--- src/source/ingress_pkg.sv ---
/*
 * Ingress shared definitions
 * Widths and constants used across the receive stage, the word buffer
 * and the credit scheduler
 */

package ingress_pkg;

  // ==================================================
  // Datapath widths
  // ==================================================

  // Payload word size in bits and bytes
  localparam int IGR_DATA_W     = 64;
  localparam int IGR_DATA_BYTES = IGR_DATA_W / 8;

  // Number of traffic classes on the CDI link
  localparam int IGR_NUM_TC = 8;

  // ==================================================
  // Typedefs
  // ==================================================

  // CDI payload word
  typedef logic [IGR_DATA_W-1:0] igr_data_t;

  // One even parity bit per data byte
  typedef logic [IGR_DATA_BYTES-1:0] igr_ecc_t;

  // Source port number
  typedef logic [5:0] igr_port_t;

  // Traffic class, indexes the xoff vector
  typedef logic [$clog2(IGR_NUM_TC)-1:0] igr_tc_t;

  // PFC xoff, one bit per class
  typedef logic [IGR_NUM_TC-1:0] igr_tc_mask_t;

  // Statistics counter, saturates at all ones
  typedef logic [15:0] igr_count_t;

endpackage

--- src/source/igr_push_if.sv ---
/*
 * Push bus from the CDI receive stage into the word buffer
 * One strobe per checked word, no back-pressure
 */

`timescale 1ns/1ps

interface igr_push_if;

  // Write strobe, one cycle per good word
  logic                   push;
  // Word payload and its tags
  ingress_pkg::igr_data_t data;
  ingress_pkg::igr_port_t port;
  ingress_pkg::igr_tc_t   tc;

  // Receive stage side
  modport src (output push, output data, output port, output tc);

  // Buffer side, samples on the edge with push high
  modport snk (input push, input data, input port, input tc);

endinterface

--- src/source/igr_pop_if.sv ---
/*
 * Pop bus between the word buffer and the credit scheduler
 * Buffer shows its head entry, scheduler strobes pop to remove it
 */

`timescale 1ns/1ps

interface igr_pop_if;

  // Head entry, combinational from the buffer
  logic                   not_empty;
  ingress_pkg::igr_data_t head_data;
  ingress_pkg::igr_port_t head_port;
  ingress_pkg::igr_tc_t   head_tc;
  // Remove the head at the next edge
  logic                   pop;

  // Buffer side
  modport src (output not_empty, output head_data, output head_port,
               output head_tc, input pop);

  // Scheduler side
  modport snk (input not_empty, input head_data, input head_port,
               input head_tc, output pop);

endinterface

--- src/source/igr_cdi_rx.sv ---
/*
 * CDI receive stage
 * Registers each valid input word, checks the per-byte parity against
 * the received ECC field, pushes good words and counts bad ones
 */

`timescale 1ns/1ps

module igr_cdi_rx (
  input  logic                    primary_clock,
  input  logic                    rst_n,
  input  logic                    data_valid,
  input  ingress_pkg::igr_port_t  port_num,
  input  ingress_pkg::igr_data_t  data_w_ecc,
  input  ingress_pkg::igr_ecc_t   ecc,
  input  ingress_pkg::igr_tc_t    flow_control_tc,
  output ingress_pkg::igr_count_t ecc_err_count,
  igr_push_if.src                 push_bus
);

  // ==================================================
  // Parity helper
  // ==================================================

  // Even parity of each byte, bit i covers byte i
  function automatic ingress_pkg::igr_ecc_t calc_parity(input ingress_pkg::igr_data_t d);
    ingress_pkg::igr_ecc_t p;
    for (int i = 0; i < ingress_pkg::IGR_DATA_BYTES; i++) begin
      p[i] = ^d[8*i +: 8];
    end
    return p;
  endfunction

  // Input capture registers
  logic                   valid_q;
  ingress_pkg::igr_data_t data_q;
  ingress_pkg::igr_ecc_t  ecc_q;
  ingress_pkg::igr_port_t port_q;
  ingress_pkg::igr_tc_t   tc_q;

  // Check result on the captured word
  logic ecc_ok;

  // ==================================================
  // Input stage
  // ==================================================

  // Valid flag is control state
  always_ff @(posedge primary_clock) begin
    if (!rst_n) begin
      valid_q <= 1'b0;
    end else begin
      valid_q <= data_valid;
    end
  end

  // Payload only loads on a valid beat
  always_ff @(posedge primary_clock) begin
    if (data_valid) begin
      data_q <= data_w_ecc;
      ecc_q  <= ecc;
      port_q <= port_num;
      tc_q   <= flow_control_tc;
    end
  end

  // Recomputed parity must match the sender's field
  assign ecc_ok = (calc_parity(data_q) == ecc_q);

  // ==================================================
  // Push to buffer
  // ==================================================

  // Good word goes out the cycle after capture
  assign push_bus.push = valid_q && ecc_ok;
  assign push_bus.data = data_q;
  assign push_bus.port = port_q;
  assign push_bus.tc   = tc_q;

  // Bad words are dropped here and counted
  always_ff @(posedge primary_clock) begin
    if (!rst_n) begin
      ecc_err_count <= '0;
    end else if (valid_q && !ecc_ok && (ecc_err_count != '1)) begin
      // Hold at all ones once saturated
      ecc_err_count <= ecc_err_count + 1'b1;
    end
  end

endmodule

--- src/source/igr_word_fifo.sv ---
/*
 * Ingress word buffer
 * Show-ahead circular FIFO, drops and counts pushes that find it full
 */

`timescale 1ns/1ps

module igr_word_fifo #(
  parameter int FIFO_DEPTH = 8
) (
  input  logic                    primary_clock,
  input  logic                    rst_n,
  output ingress_pkg::igr_count_t drop_count,
  igr_push_if.snk                 push_bus,
  igr_pop_if.src                  pop_bus
);

  // Pointer and occupancy widths
  localparam int PTR_W = $clog2(FIFO_DEPTH);
  localparam int CNT_W = PTR_W + 1;

  // Storage, one entry per word
  ingress_pkg::igr_data_t mem_data [FIFO_DEPTH];
  ingress_pkg::igr_port_t mem_port [FIFO_DEPTH];
  ingress_pkg::igr_tc_t   mem_tc   [FIFO_DEPTH];

  logic [PTR_W-1:0] wr_ptr;
  logic [PTR_W-1:0] rd_ptr;
  logic [CNT_W-1:0] count;

  logic full;
  logic do_push;
  logic do_pop;

  // ==================================================
  // Status and qualified strobes
  // ==================================================

  assign full = (count == CNT_W'(FIFO_DEPTH));

  // Pop only ever removes a real entry
  assign do_pop = pop_bus.pop && pop_bus.not_empty;

  // Full buffer still accepts if the head leaves this cycle
  assign do_push = push_bus.push && (!full || do_pop);

  // Head entry straight from the array
  assign pop_bus.not_empty = (count != '0);
  assign pop_bus.head_data = mem_data[rd_ptr];
  assign pop_bus.head_port = mem_port[rd_ptr];
  assign pop_bus.head_tc   = mem_tc[rd_ptr];

  // ==================================================
  // Storage and pointers
  // ==================================================

  always_ff @(posedge primary_clock) begin
    if (do_push) begin
      mem_data[wr_ptr] <= push_bus.data;
      mem_port[wr_ptr] <= push_bus.port;
      mem_tc[wr_ptr]   <= push_bus.tc;
    end
  end

  // Pointers wrap naturally, depth is a power of two
  always_ff @(posedge primary_clock) begin
    if (!rst_n) begin
      wr_ptr <= '0;
      rd_ptr <= '0;
      count  <= '0;
    end else begin
      if (do_push) wr_ptr <= wr_ptr + 1'b1;
      if (do_pop)  rd_ptr <= rd_ptr + 1'b1;
      case ({do_push, do_pop})
        2'b10:   count <= count + 1'b1;
        2'b01:   count <= count - 1'b1;
        default: count <= count;
      endcase
    end
  end

  // Overflow drops, saturating
  always_ff @(posedge primary_clock) begin
    if (!rst_n) begin
      drop_count <= '0;
    end else if (push_bus.push && !do_push && (drop_count != '1)) begin
      drop_count <= drop_count + 1'b1;
    end
  end

endmodule

--- src/source/igr_credit_sched.sv ---
/*
 * Credit scheduler
 * Releases the buffer head when a downstream credit is free and its
 * traffic class is not paused, then registers the departing word
 */

`timescale 1ns/1ps

module igr_credit_sched #(
  parameter int MAX_CREDITS = 4
) (
  input  logic                      primary_clock,
  input  logic                      rst_n,
  input  ingress_pkg::igr_tc_mask_t pfc_xoff,
  input  logic                      au_credits,
  output logic                      out_valid,
  output ingress_pkg::igr_data_t    out_data,
  output ingress_pkg::igr_port_t    out_port,
  output ingress_pkg::igr_tc_t      out_tc,
  igr_pop_if.snk                    pop_bus
);

  // Counter must hold 0 through MAX_CREDITS
  localparam int CRD_W = $clog2(MAX_CREDITS + 1);

  // Head blocked by PFC or free to go
  typedef enum logic {
    IDLE,
    PAUSED
  } sched_state_t;

  sched_state_t state;
  sched_state_t state_nxt;

  logic [CRD_W-1:0] credits;
  logic             credit_avail;
  logic             head_paused;

  // ==================================================
  // Release decision
  // ==================================================

  assign credit_avail = (credits != '0);

  // Xoff bit selected by the head's class
  assign head_paused = pfc_xoff[pop_bus.head_tc];

  // Whole queue waits behind a paused head
  assign pop_bus.pop = pop_bus.not_empty && credit_avail && !head_paused;

  // ==================================================
  // Credit counter
  // ==================================================

  always_ff @(posedge primary_clock) begin
    if (!rst_n) begin
      credits <= CRD_W'(MAX_CREDITS);
    end else if (pop_bus.pop && !au_credits) begin
      credits <= credits - 1'b1;
    end else if (au_credits && !pop_bus.pop && (credits != CRD_W'(MAX_CREDITS))) begin
      // Returns beyond the ceiling are ignored
      credits <= credits + 1'b1;
    end
  end

  // ==================================================
  // Pause tracking FSM
  // ==================================================

  always_comb begin
    state_nxt = state;
    case (state)
      IDLE: begin
        if (pop_bus.not_empty && head_paused) state_nxt = PAUSED;
      end
      PAUSED: begin
        // Leave on xoff release or when the head drains
        if (!(pop_bus.not_empty && head_paused)) state_nxt = IDLE;
      end
      default: state_nxt = IDLE;
    endcase
  end

  always_ff @(posedge primary_clock) begin
    if (!rst_n) begin
      state <= IDLE;
    end else begin
      state <= state_nxt;
    end
  end

  // ==================================================
  // Output stage
  // ==================================================

  // One-cycle valid per released word
  always_ff @(posedge primary_clock) begin
    if (!rst_n) begin
      out_valid <= 1'b0;
    end else begin
      out_valid <= pop_bus.pop;
    end
  end

  // Payload captured at the pop edge
  always_ff @(posedge primary_clock) begin
    if (pop_bus.pop) begin
      out_data <= pop_bus.head_data;
      out_port <= pop_bus.head_port;
      out_tc   <= pop_bus.head_tc;
    end
  end

endmodule

--- src/source/ingress_top.sv ---
/*
 * Ingress port top level
 * CDI receive check, word buffer and credit scheduler in one datapath
 */

`timescale 1ns/1ps

module ingress_top #(
  parameter int FIFO_DEPTH  = 8,
  parameter int MAX_CREDITS = 4
) (
  input  logic                      primary_clock,
  input  logic                      rst_n,
  // CDI receive word stream
  input  logic                      data_valid,
  input  ingress_pkg::igr_port_t    port_num,
  input  ingress_pkg::igr_data_t    data_w_ecc,
  input  ingress_pkg::igr_ecc_t     ecc,
  input  ingress_pkg::igr_tc_t      flow_control_tc,
  // Downstream flow control
  input  ingress_pkg::igr_tc_mask_t pfc_xoff,
  input  logic                      au_credits,
  // Forwarded words
  output logic                      out_valid,
  output ingress_pkg::igr_data_t    out_data,
  output ingress_pkg::igr_port_t    out_port,
  output ingress_pkg::igr_tc_t      out_tc,
  // Statistics
  output ingress_pkg::igr_count_t   ecc_err_count,
  output ingress_pkg::igr_count_t   drop_count
);

  // ==================================================
  // Internal buses
  // ==================================================

  // Receive stage into buffer
  igr_push_if push_bus ();
  // Buffer head to scheduler
  igr_pop_if  pop_bus ();

  // Parity check and push
  igr_cdi_rx i_cdi_rx (
    .primary_clock   (primary_clock),
    .rst_n           (rst_n),
    .data_valid      (data_valid),
    .port_num        (port_num),
    .data_w_ecc      (data_w_ecc),
    .ecc             (ecc),
    .flow_control_tc (flow_control_tc),
    .ecc_err_count   (ecc_err_count),
    .push_bus        (push_bus.src)
  );

  // Single shared queue
  igr_word_fifo #(
    .FIFO_DEPTH (FIFO_DEPTH)
  ) i_word_fifo (
    .primary_clock (primary_clock),
    .rst_n         (rst_n),
    .drop_count    (drop_count),
    .push_bus      (push_bus.snk),
    .pop_bus       (pop_bus.src)
  );

  // Credit and PFC gating, output register
  igr_credit_sched #(
    .MAX_CREDITS (MAX_CREDITS)
  ) i_credit_sched (
    .primary_clock (primary_clock),
    .rst_n         (rst_n),
    .pfc_xoff      (pfc_xoff),
    .au_credits    (au_credits),
    .out_valid     (out_valid),
    .out_data      (out_data),
    .out_port      (out_port),
    .out_tc        (out_tc),
    .pop_bus       (pop_bus.snk)
  );

endmodule

--- config.mk ---
export PLATFORM = sky130hd
export DESIGN_NAME = ingress_top
export DESIGN_NICKNAME = d
export VERILOG_FILES = /design/src/source/ingress_pkg.sv /design/src/source/igr_push_if.sv /design/src/source/igr_pop_if.sv /design/src/source/igr_cdi_rx.sv /design/src/source/igr_word_fifo.sv /design/src/source/igr_credit_sched.sv /design/src/source/ingress_top.sv
export SDC_FILE = /design/constraint.sdc
export NUM_CORES = 1
export LEC_CHECK = 0
export BUFFER_PORTS_ARGS = -buffer_cell sky130_fd_sc_hd__buf_2
export CORE_MARGIN = 2
export CORE_UTILIZATION = 40
export DETAILED_ROUTE_END_ITERATION = 10
export PLACE_DENSITY = 0.63
export SLEW_MARGIN = 20
export SYNTH_ARGS = -nofsm -noshare
export SYNTH_HDL_FRONTEND = slang
export SYNTH_SLANG_ARGS = --single-unit
export TNS_END_PERCENT = 50
--- constraint.sdc ---
create_clock -name primary_clock -period 11.3 [get_ports primary_clock]
set_clock_uncertainty 0.2 [all_clocks]
set_input_delay 2.26 -clock primary_clock [delete_from_list [all_inputs] [get_ports primary_clock]]
set_output_delay 2.26 -clock primary_clock [all_outputs]
set_load 0.005 [all_outputs]
==> impl_metrics.json, run 1 <==
{
  "syn-num-nets": 1460,
  "cp-start-kind": "input port",
  "clock-sinks": 788,
  "cts_root_buffer": "clkbuf_16",
  "finalWeightedCongestion": 0.717,
  "finalWirelength_um": 62300,
  "clk_pin_slew_ps": 60,
  "cts_resized": 0,
  "drcViolationCount": 0,
  "drt_iter0_drc": 984,
  "synth-edff-count": 738,
  "grt_start_max_net_pins": 71,
  "diodes": 0,
  "core_sq_um": 73100,
  "yosys_warnings": 0,
  "worst_ep_required_time_ps": 11320,
  "rrSetupSlack_ps": 5510,
  "grt_pass1_vias": 14530,
  "avgViaCountPerCell": 5.24,
  "grt.total_usage_pct": 16.4,
  "dp_hpwl_um": 35500,
  "clock_path_buffers": 3,
  "fmax_mhz": 169,
  "crit-reg2reg-launch": "i_cdi_rx.push_bus.data[10]",
  "whs_ps": 288,
  "area_growth_pct": 16.2,
  "numCtsBuffers": 81,
  "finalCritPeriodShare_pct": 52.4,
  "cp-startpoint": "pfc_xoff[4]",
  "critical_path.endpoint_type": "flip-flop",
  "synthArstFlopShare_pct": 0,
  "final_hold_viol_count": 0,
  "min_from": "i_cdi_rx.ecc_err_count[8]",
  "drtPass1Iterations": 5,
  "vdd_drop_max_v": 0.000137,
  "hp-class": "reg2reg",
  "io_buffer_count": 198,
  "clk_latency_ps": 620,
  "min_period_ps": 5920,
  "grt.overflow.total": 0,
  "ys_ff_latch": 788,
  "syn_area_sq_um": 29600,
  "cap_violations": 0,
  "status": "complete, no violations",
  "worst_pin_slew_ps": 1110,
  "cp_max_fo": 52,
  "antenna_found_initial": 2,
  "nets": 1712,
  "dieHeight_um": 276,
  "vias": 13779,
  "slew_viol_final": 0,
  "r2r_cells": 10,
  "endpoint": "i_word_fifo.mem_data[3][0]",
  "p_per_area_nw_per_um2": 205,
  "synth.avg_cell_area_sq_um": 21.8,
  "synth_seq_area_share_pct": 78.2,
  "design_area_sq_um": 34400,
  "cp_data_arrival_time_ps": 5950,
  "fp-row-count": 99,
  "ys_types": 53,
  "final_common_cell": "edfxtp_1",
  "grt_pass1_wl_um": 93200,
  "fin_util_pct": 47.1,
  "rr_endpoint": "i_word_fifo.mem_data[3][0]",
  "routedWlPerCell_um": 23.7,
  "die_area_sq_um": 76200,
  "drive_gt1_share_pct": 33.7,
  "maxSlewHeadroom_pct": 25.7,
  "p_leak_nw": 11.1,
  "ctsHoldBuffers": 0,
  "syn_inst": 1359,
  "ios": 199,
  "htreeDepth": 3,
  "start_util_pct": 40.5,
  "finalSetupTns_ps": 0,
  "post_dp_cell_area_sq_um": 31900,
  "postCtsSetupBuffers": 0,
  "crit_type": "in2reg",
  "dieWidth_um": 276,
  "cts_tree": "done",
  "rsz0062_at_grt": "false",
  "final_cell_mix": "edfxtp_1 (738), buf_2 (197), mux4_2 (145)",
  "setup_viol": 0,
  "ant_nets": 0,
  "synth_ff_type": "edfxtp_1"
}
[power breakdown]
part,switching (W),internal [W]
Clock,0.00107,0.00148
Combinational,0.000473,0.000502
Sequential,0.000146,0.00340
Total,0.00169,0.00537
[per-stage QoR]
stage | setup slack, ps | power (W) | cells
6_report | 5380 | 0.00707 | 2632
5_1_grt | 5070 | 0.00734 | 2632
4_1_cts | 5310 | 0.00716 | 2632
3_5_place_dp | 4670 | 0.00461 | 2487
3_3_place_gp | 4820 | 0.00459 | 2486
2_1_floorplan | 1880 | 0.00425 | 1359
[layout make-up]
class | instances | area, sq um
Timing Repair Buffer | 222 | 1190
Multi-Input combinational cell | 503 | 6250
Inverter | 15 | 56.3
Clock buffer | 101 | 2160
Fill cell | 6021 | 38700
Clock inverter | 44 | 375
Tap cell | 959 | 1200
Sequential cell | 788 | 23200
[cells by family (layout without fill, tap and decap cells)]
logic type / count (synthesis) / after routing / share of synthesized area (%)
DFF: 788 / 788 / 78.2
and+or+nand+nor: 133 / 133 / 2.40
buffers and inverters: 68 / 382 / 0.895
xor gates and xnor gates: 67 / 67 / 2.35
adders and majority gates: 8 / 8 / 0.389
AOI/OAI and AO/OA: 55 / 55 / 1.23
muxes: 240 / 240 / 14.5
[cell usage after synthesis (3+ instances only)]
master	n	share of area [%]
a21oi_1	19	0.32
ha_1	6	0.25
nand2b_1	14	0.30
o41ai_1	3	0.089
and4_1	3	0.089
o311ai_1	3	0.089
nor2_1	27	0.34
nor3b_1	6	0.15
o31ai_1	4	0.10
or3_1	6	0.13
buf_1	17	0.22
clkbuf_1	33	0.42
dfxtp_1	50	3.4
nor3_1	7	0.12
a31o_1	3	0.089
mux4_2	145	11
and2_1	7	0.15
mux2i_1	23	0.78
xor2_1	14	0.41
xnor2_1	45	1.3
a21o_1	5	0.13
nand2_1	24	0.30
and3_1	6	0.13
nand4_1	4	0.084
or4_1	3	0.076
o21ai_1	7	0.12
nor2b_1	3	0.063
inv_1	13	0.16
nor4_1	3	0.063
nand3_1	14	0.24
mux2_2	72	2.7
xnor3_1	8	0.61
edfxtp_1	738	75
[how the worst min path moves through the flow]
stage	endpoint	slack, ps	depth (start not counted)
after floorplan	i_word_fifo.wr_ptr[0]	250	2
after global placement	i_cdi_rx.ecc_err_count[8]	260	2
after detailed placement	i_cdi_rx.ecc_err_count[8]	280	2
after CTS	i_cdi_rx.ecc_err_count[8]	290	2
after global routing	i_cdi_rx.ecc_err_count[8]	320	2
final	i_cdi_rx.ecc_err_count[8]	290	2
[per-layer routing]
layer / wire length [um] / track usage, % / vias up
li1: - / - / 6068
met1: 27200 / 22.2 / 7302
met2: 31200 / 27.2 / 321
met3: 2600 / 2.54 / 88
met4: 1330 / 5.24 / 0
met5: 0 / 0 / -
[sequential cells by signal, indices dropped and copies added, names as in the netlist, named ones only]
signal,count
i_word_fifo.mem_port,48
i_word_fifo.wr_ptr,3
i_credit_sched.credits,3
i_cdi_rx.push_bus.data,64
i_word_fifo.drop_count,16
i_credit_sched.out_valid,1
i_cdi_rx.ecc_err_count,16
i_credit_sched.out_port,6
i_cdi_rx.push_bus.tc,3
i_cdi_rx.ecc_q,8
i_cdi_rx.push_bus.port,6
i_credit_sched.out_data,64
i_word_fifo.mem_tc,24
i_credit_sched.out_tc,3
i_word_fifo.mem_data,512
i_cdi_rx.valid_q,1
i_word_fifo.rd_ptr,3
i_word_fifo.count,4
[critical path: stages]
cell and delay (ps):
buf_2 90, mux2i_1 180, a22oi_2 130, a21oi_4 150, buf_4 440, o21bai_1 280
or2_1 370, nor3b_2 750, buf_4 430, buf_4 810
Note: power is estimated with default switching activity, not from simulation.
==> run 2, diff against run 1 <==
PLACE_DENSITY = 0.65   (was 0.63)
clock period = 5 ns   (was 11.3 ns; I/O delays follow)
==> run 2 against run 1 <==
Against the previous run:
- die area did not move
- non-clock buffer count rose by 7
- cell area up 0.93%
- final cell count rose by 0.27%
- wire length shrank 1.6%
- sequential share of layout area down 0.62 points
- first-iteration DRC count up 14%
- power increased by 130%
- critical path depth is the same
- largest power group unchanged
==> impl_metrics.json, run 2 (same netlist as run 1, synthesis figures left out) <==
{
  "status": "complete, no violations",
  "drcViolationCount": 0,
  "p_per_area_nw_per_um2": 462,
  "start_util_pct": 40.5,
  "cp_data_arrival_time_ps": 4420,
  "design_area_sq_um": 34700,
  "post_dp_cell_area_sq_um": 32100,
  "slew_viol_final": 0,
  "clock_path_buffers": 3,
  "cts_tree": "done",
  "min_to": "i_word_fifo.wr_ptr[0]",
  "largest_reg_flops": 512,
  "multiInputGateArea_sq_um": 6280,
  "clk_pin_slew_ps": 60,
  "power_frac_comb_pct": 13.8,
  "min_period_ps": 4310,
  "dp_hpwl_um": 35900,
  "worst_pin_slew_ps": 991,
  "grt_start_max_net_pins": 69,
  "nFillCells": 6019,
  "routedWlPerCell_um": 23.2,
  "cp_max_fo": 29,
  "nets": 1718,
  "fp-row-count": 99,
  "pre_cts_ws_ps": 682,
  "final_cell_mix": "edfxtp_1 (738), buf_2 (197), mux4_2 (145)",
  "clk_latency_ps": 640,
  "fmax_mhz": 232,
  "switching_share_pct": 24.0,
  "avgViaCountPerCell": 5.21,
  "ant_nets": 0,
  "min_from": "i_word_fifo.wr_ptr[0]",
  "postCtsSetupBuffers": 0,
  "drt_iter0_drc": 1120,
  "fin_util_pct": 47.5,
  "htreeDepth": 3,
  "worst_ep_required_time_ps": 5110,
  "vdd_drop_max_v": 0.000258,
  "critical_path.endpoint_type": "flip-flop",
  "dieHeight_um": 276,
  "final_common_cell": "edfxtp_1",
  "finalSetupTns_ps": 0,
  "antenna_found_initial": 0,
  "finalWirelength_um": 61300,
  "vias": 13743,
  "drive_gt1_share_pct": 34.4,
  "regArea_sq_um": 23200,
  "numCtsBuffers": 80,
  "dieWidth_um": 276,
  "crit_type": "reg2reg",
  "grt_pass1_vias": 14787,
  "rrSetupSlack_ps": 690,
  "clock-sinks": 788,
  "cp-start-kind": "flip-flop",
  "intPower_w": 0.0122,
  "finalWeightedCongestion": 0.726,
  "cts_resized": 0,
  "regMostFlops": "i_word_fifo.mem_data",
  "final_hold_viol_count": 0,
  "p_leak_nw": 11.2,
  "drtPass1Iterations": 5,
  "rsz0062_at_grt": "false",
  "io_buffer_count": 198,
  "setup_viol": 0,
  "seq_power_share_pct": 49.6,
  "hp-class": "reg2reg",
  "grt_pass1_wl_um": 92800,
  "grt.total_usage_pct": 16.2,
  "finalCritPeriodShare_pct": 86.2,
  "ios": 199,
  "switchingPower_w": 0.00386,
  "r2r_cells": 10,
  "core_sq_um": 73100,
  "area_growth_pct": 17.3,
  "maxSlewHeadroom_pct": 33.9,
  "cts_root_buffer": "clkbuf_16",
  "whs_ps": 273,
  "fin_ws_ps": 689,
  "grt.overflow.total": 0,
  "die_area_sq_um": 76200,
  "ctsHoldBuffers": 0,
  "holdPathStages": 2,
  "power.share.clock_pct": 36.6,
  "crit-reg2reg-launch": "i_cdi_rx.push_bus.data[10]",
  "rr_endpoint": "i_word_fifo.mem_data[7][47]",
  "cap_violations": 0
}
run 2: per-layer routing:
metal / share of wire [%] / vias up / GRT usage, %
met5: 0 / - / 0
met2: 51 / 354 / 27.8
met4: 2.0 / 0 / 4.96
met1: 42 / 7226 / 21.4
li1: - / 6085 / -
met3: 5.0 / 78 / 2.68
run 2: through the flow:
| step | std cells | total power, W |
|---|---|---|
| after floorplan | 1359 | 0.00959 |
| after global placement | 2494 | 0.0103 |
| after detailed placement | 2494 | 0.0104 |
| after CTS | 2638 | 0.0163 |
| after global routing | 2638 | 0.0167 |
| final | 2639 | 0.0161 |
run 2: worst max path at each step:
stage,startpoint,to,slack [ps],cells past startpoint
global placement,i_cdi_rx.push_bus.data[10],i_word_fifo.mem_data[7][48],660,10
floorplan,i_cdi_rx.push_bus.data[18],i_word_fifo.mem_data[6][0],-1020,8
finish,i_cdi_rx.push_bus.data[10],i_word_fifo.mem_data[7][47],690,10
detailed placement,i_cdi_rx.push_bus.data[10],i_word_fifo.mem_data[7][19],680,10
global route,i_cdi_rx.push_bus.data[10],i_word_fifo.mem_data[7][16],460,10
CTS,i_cdi_rx.push_bus.data[10],i_word_fifo.mem_data[7][47],620,10
run 2: final cells by class:
type | count | share of cell area [%]
sequential | 788 | 66.7
timing repair buffer | 229 | 4.11
antenna | 1 | 0.00720
clock inverter | 46 | 1.44
clock buffer | 98 | 6.02
multi-input combinational | 503 | 18.1
inverter | 15 | 0.162
tap | 959 | 3.45
run 2: power by group through the flow:
stage / Sequential, W / Combinational, W / Clock (W)
6_report: 0.00796 / 0.00221 / 0.00588
5_1_grt: 0.00803 / 0.00241 / 0.00625
4_1_cts: 0.00798 / 0.00228 / 0.00603
3_5_place_dp: 0.00812 / 0.00227 / 0
3_3_place_gp: 0.00811 / 0.00224 / 0
2_1_floorplan: 0.00799 / 0.00160 / 0
run 2: critical path: stages (launching register included):
cell      delay, ps
edfxtp_1        510
xnor2_1         220
xnor3_1         470
xnor2_1         220
nor4_1          520
nand3_1         180
buf_4           200
o21bai_1        240
or2_1           400
nor2_4          510
buf_12          300
==> run 3, diff against run 2 <==
PLACE_DENSITY = 0.63   (was 0.65)
clock period = 4.9 ns   (was 5 ns; I/O delays follow)
==> run 3 against run 2 <==
Against the previous run:
- sequential share of layout area shrank 0.12 points
- worst setup slack worse by 1.5 ps
- final cell count about the same
- critical endpoint is now i_word_fifo.mem_data[2][45]
- critical path depth down 1
- highest routed layer is now met5
- global-route usage is 0.18 points higher
- die area unchanged
- sequential power is 2.5% higher
==> impl_metrics.json, run 3 (same netlist as run 1, synthesis figures left out) <==
{
  "cp-startpoint": "i_cdi_rx.push_bus.data[18]",
  "vdd_drop_max_v": 0.000288,
  "p_per_area_nw_per_um2": 479,
  "dieHeight_um": 276,
  "r2r_cells": 9,
  "cp_top_family": "simple AND/OR/NAND/NOR gates",
  "cp_data_arrival_time_ps": 4290,
  "clock_path_buffers": 3,
  "htreeDepth": 3,
  "ant_nets": 0,
  "slew_viol_final": 0,
  "largest_reg_flops": 512,
  "critical_path.endpoint_type": "flip-flop",
  "final_hold_viol_count": 0,
  "fin_ws_ps": 687,
  "cp_common_cell": "xnor2_1",
  "clk_latency_ps": 630,
  "cts_root_buffer": "clkbuf_16",
  "rr_endpoint": "i_word_fifo.mem_data[2][45]",
  "crit-reg2reg-launch": "i_cdi_rx.push_bus.data[18]",
  "clk_pin_slew_ps": 60,
  "p_leak_nw": 11.2,
  "hp-class": "reg2reg",
  "clock-sinks": 788,
  "worst_ep_required_time_ps": 4980,
  "grt_pass1_wl_um": 93600,
  "die_area_sq_um": 76200,
  "grt_pass1_vias": 14683,
  "grt.overflow.total": 0,
  "drcViolationCount": 0,
  "postCtsSetupBuffers": 0,
  "drtPass1Iterations": 5,
  "cap_violations": 0,
  "finalWirelength_um": 62200,
  "crit_cells": 9,
  "routedWlPerCell_um": 23.5,
  "endpoint": "i_word_fifo.mem_data[2][45]",
  "vias": 13854,
  "min_period_ps": 4210,
  "io_buffer_count": 198,
  "worstPathCellList": "xnor2_1 -> xnor3_1 -> xnor2_1 -> nor4_1 -> nand3_1 -> o21bai_1 -> nand2b_1 -> nor3b_4 -> buf_4",
  "avgViaCountPerCell": 5.25,
  "cpPeakStageDelay_ps": 510,
  "numCtsBuffers": 82,
  "drive_gt1_share_pct": 34.3,
  "rrSetupSlack_ps": 690,
  "cp-start-kind": "flip-flop",
  "worst_pin_slew_ps": 1110,
  "core_sq_um": 73100,
  "area_growth_pct": 17.5,
  "start_util_pct": 40.5,
  "finalCritPeriodShare_pct": 86.0,
  "dp_hpwl_um": 36000,
  "maxSlewHeadroom_pct": 26.2,
  "pre_cts_ws_ps": 736,
  "total_power_w": 0.0167,
  "regMostFlops": "i_word_fifo.mem_data",
  "fin_util_pct": 47.6,
  "dieWidth_um": 276,
  "cp_slowest_cell": "edfxtp_1",
  "final_common_cell": "edfxtp_1",
  "drt_iter0_drc": 1016,
  "rsz0062_at_grt": "false",
  "grt.total_usage_pct": 16.4,
  "status": "complete, no violations",
  "finalWeightedCongestion": 0.768,
  "ios": 199,
  "cts_resized": 0,
  "cts_tree": "done",
  "antenna_found_initial": 6,
  "final_cell_mix": "edfxtp_1 (738), buf_2 (197), mux4_2 (145)",
  "cp_max_fo": 22,
  "grt_start_max_net_pins": 74,
  "ctsHoldBuffers": 0,
  "fp-row-count": 99,
  "crit_type": "reg2reg",
  "nets": 1718,
  "fmax_mhz": 237,
  "setup_viol": 0,
  "finalSetupTns_ps": 0,
  "crit_buf_inv": 1
}
run 3: cell type report:
| cell class | instances | area (sq um) |
|---|---|---|
| fillers | 5939 | 38300 |
| multi-input cells | 503 | 6280 |
| well taps | 959 | 1200 |
| diodes | 2 | 5.00 |
| inverters | 15 | 56.3 |
| repair buffers | 227 | 1370 |
| clock buffers | 99 | 2180 |
| clock inverters | 48 | 524 |
| flip-flops and latches | 788 | 23200 |
run 3: where the power goes:
part / internal, W / switching (W) / leakage [nW] / total [W]
Sequential: 0.00782 / 0.000338 / 7.11 / 0.00816
Combinational: 0.00120 / 0.00108 / 2.78 / 0.00228
Clock: 0.00370 / 0.00251 / 1.32 / 0.00621
run 3: worst min-delay path by stage:
stage	start	to	slack (ps)	depth (start not counted)
after detailed placement	i_cdi_rx.ecc_err_count[8]	i_cdi_rx.ecc_err_count[8]	290	2
final	i_cdi_rx.ecc_err_count[8]	i_cdi_rx.ecc_err_count[8]	290	2
after global placement	i_word_fifo.drop_count[15]	i_word_fifo.drop_count[15]	270	2
after CTS	data_w_ecc[32]	i_cdi_rx.push_bus.data[32]	280	1
after floorplan	i_word_fifo.wr_ptr[0]	i_word_fifo.wr_ptr[0]	250	2
after global routing	data_w_ecc[31]	i_cdi_rx.push_bus.data[31]	290	1
run 3: per-layer routing:
metal  up-vias  wire, um  global-route usage (%)
met1      7278     26400                    21.9
met3       102      3320                    3.10
met2       386     30600                    26.9
met5         -        13                       0
met4         2      1840                    6.25
li1       6086         -                       -
run 3: per-stage QoR:
stage / cell area [sq um] / std cells / hold slack (ps)
final: 34800 / 2641 / 290
after global routing: 34800 / 2640 / 289
after global placement: 32100 / 2492 / 266
after floorplan: 29700 / 1359 / 254
after detailed placement: 32100 / 2492 / 287
after CTS: 34800 / 2639 / 281
run 3: worst min-delay path, delay by kind of cell, from the launching register on:
kind             cells  cell delay [ps]
flip-flops           1              330
multiplexers         1               50
AND/OR/NAND/NOR      1               60
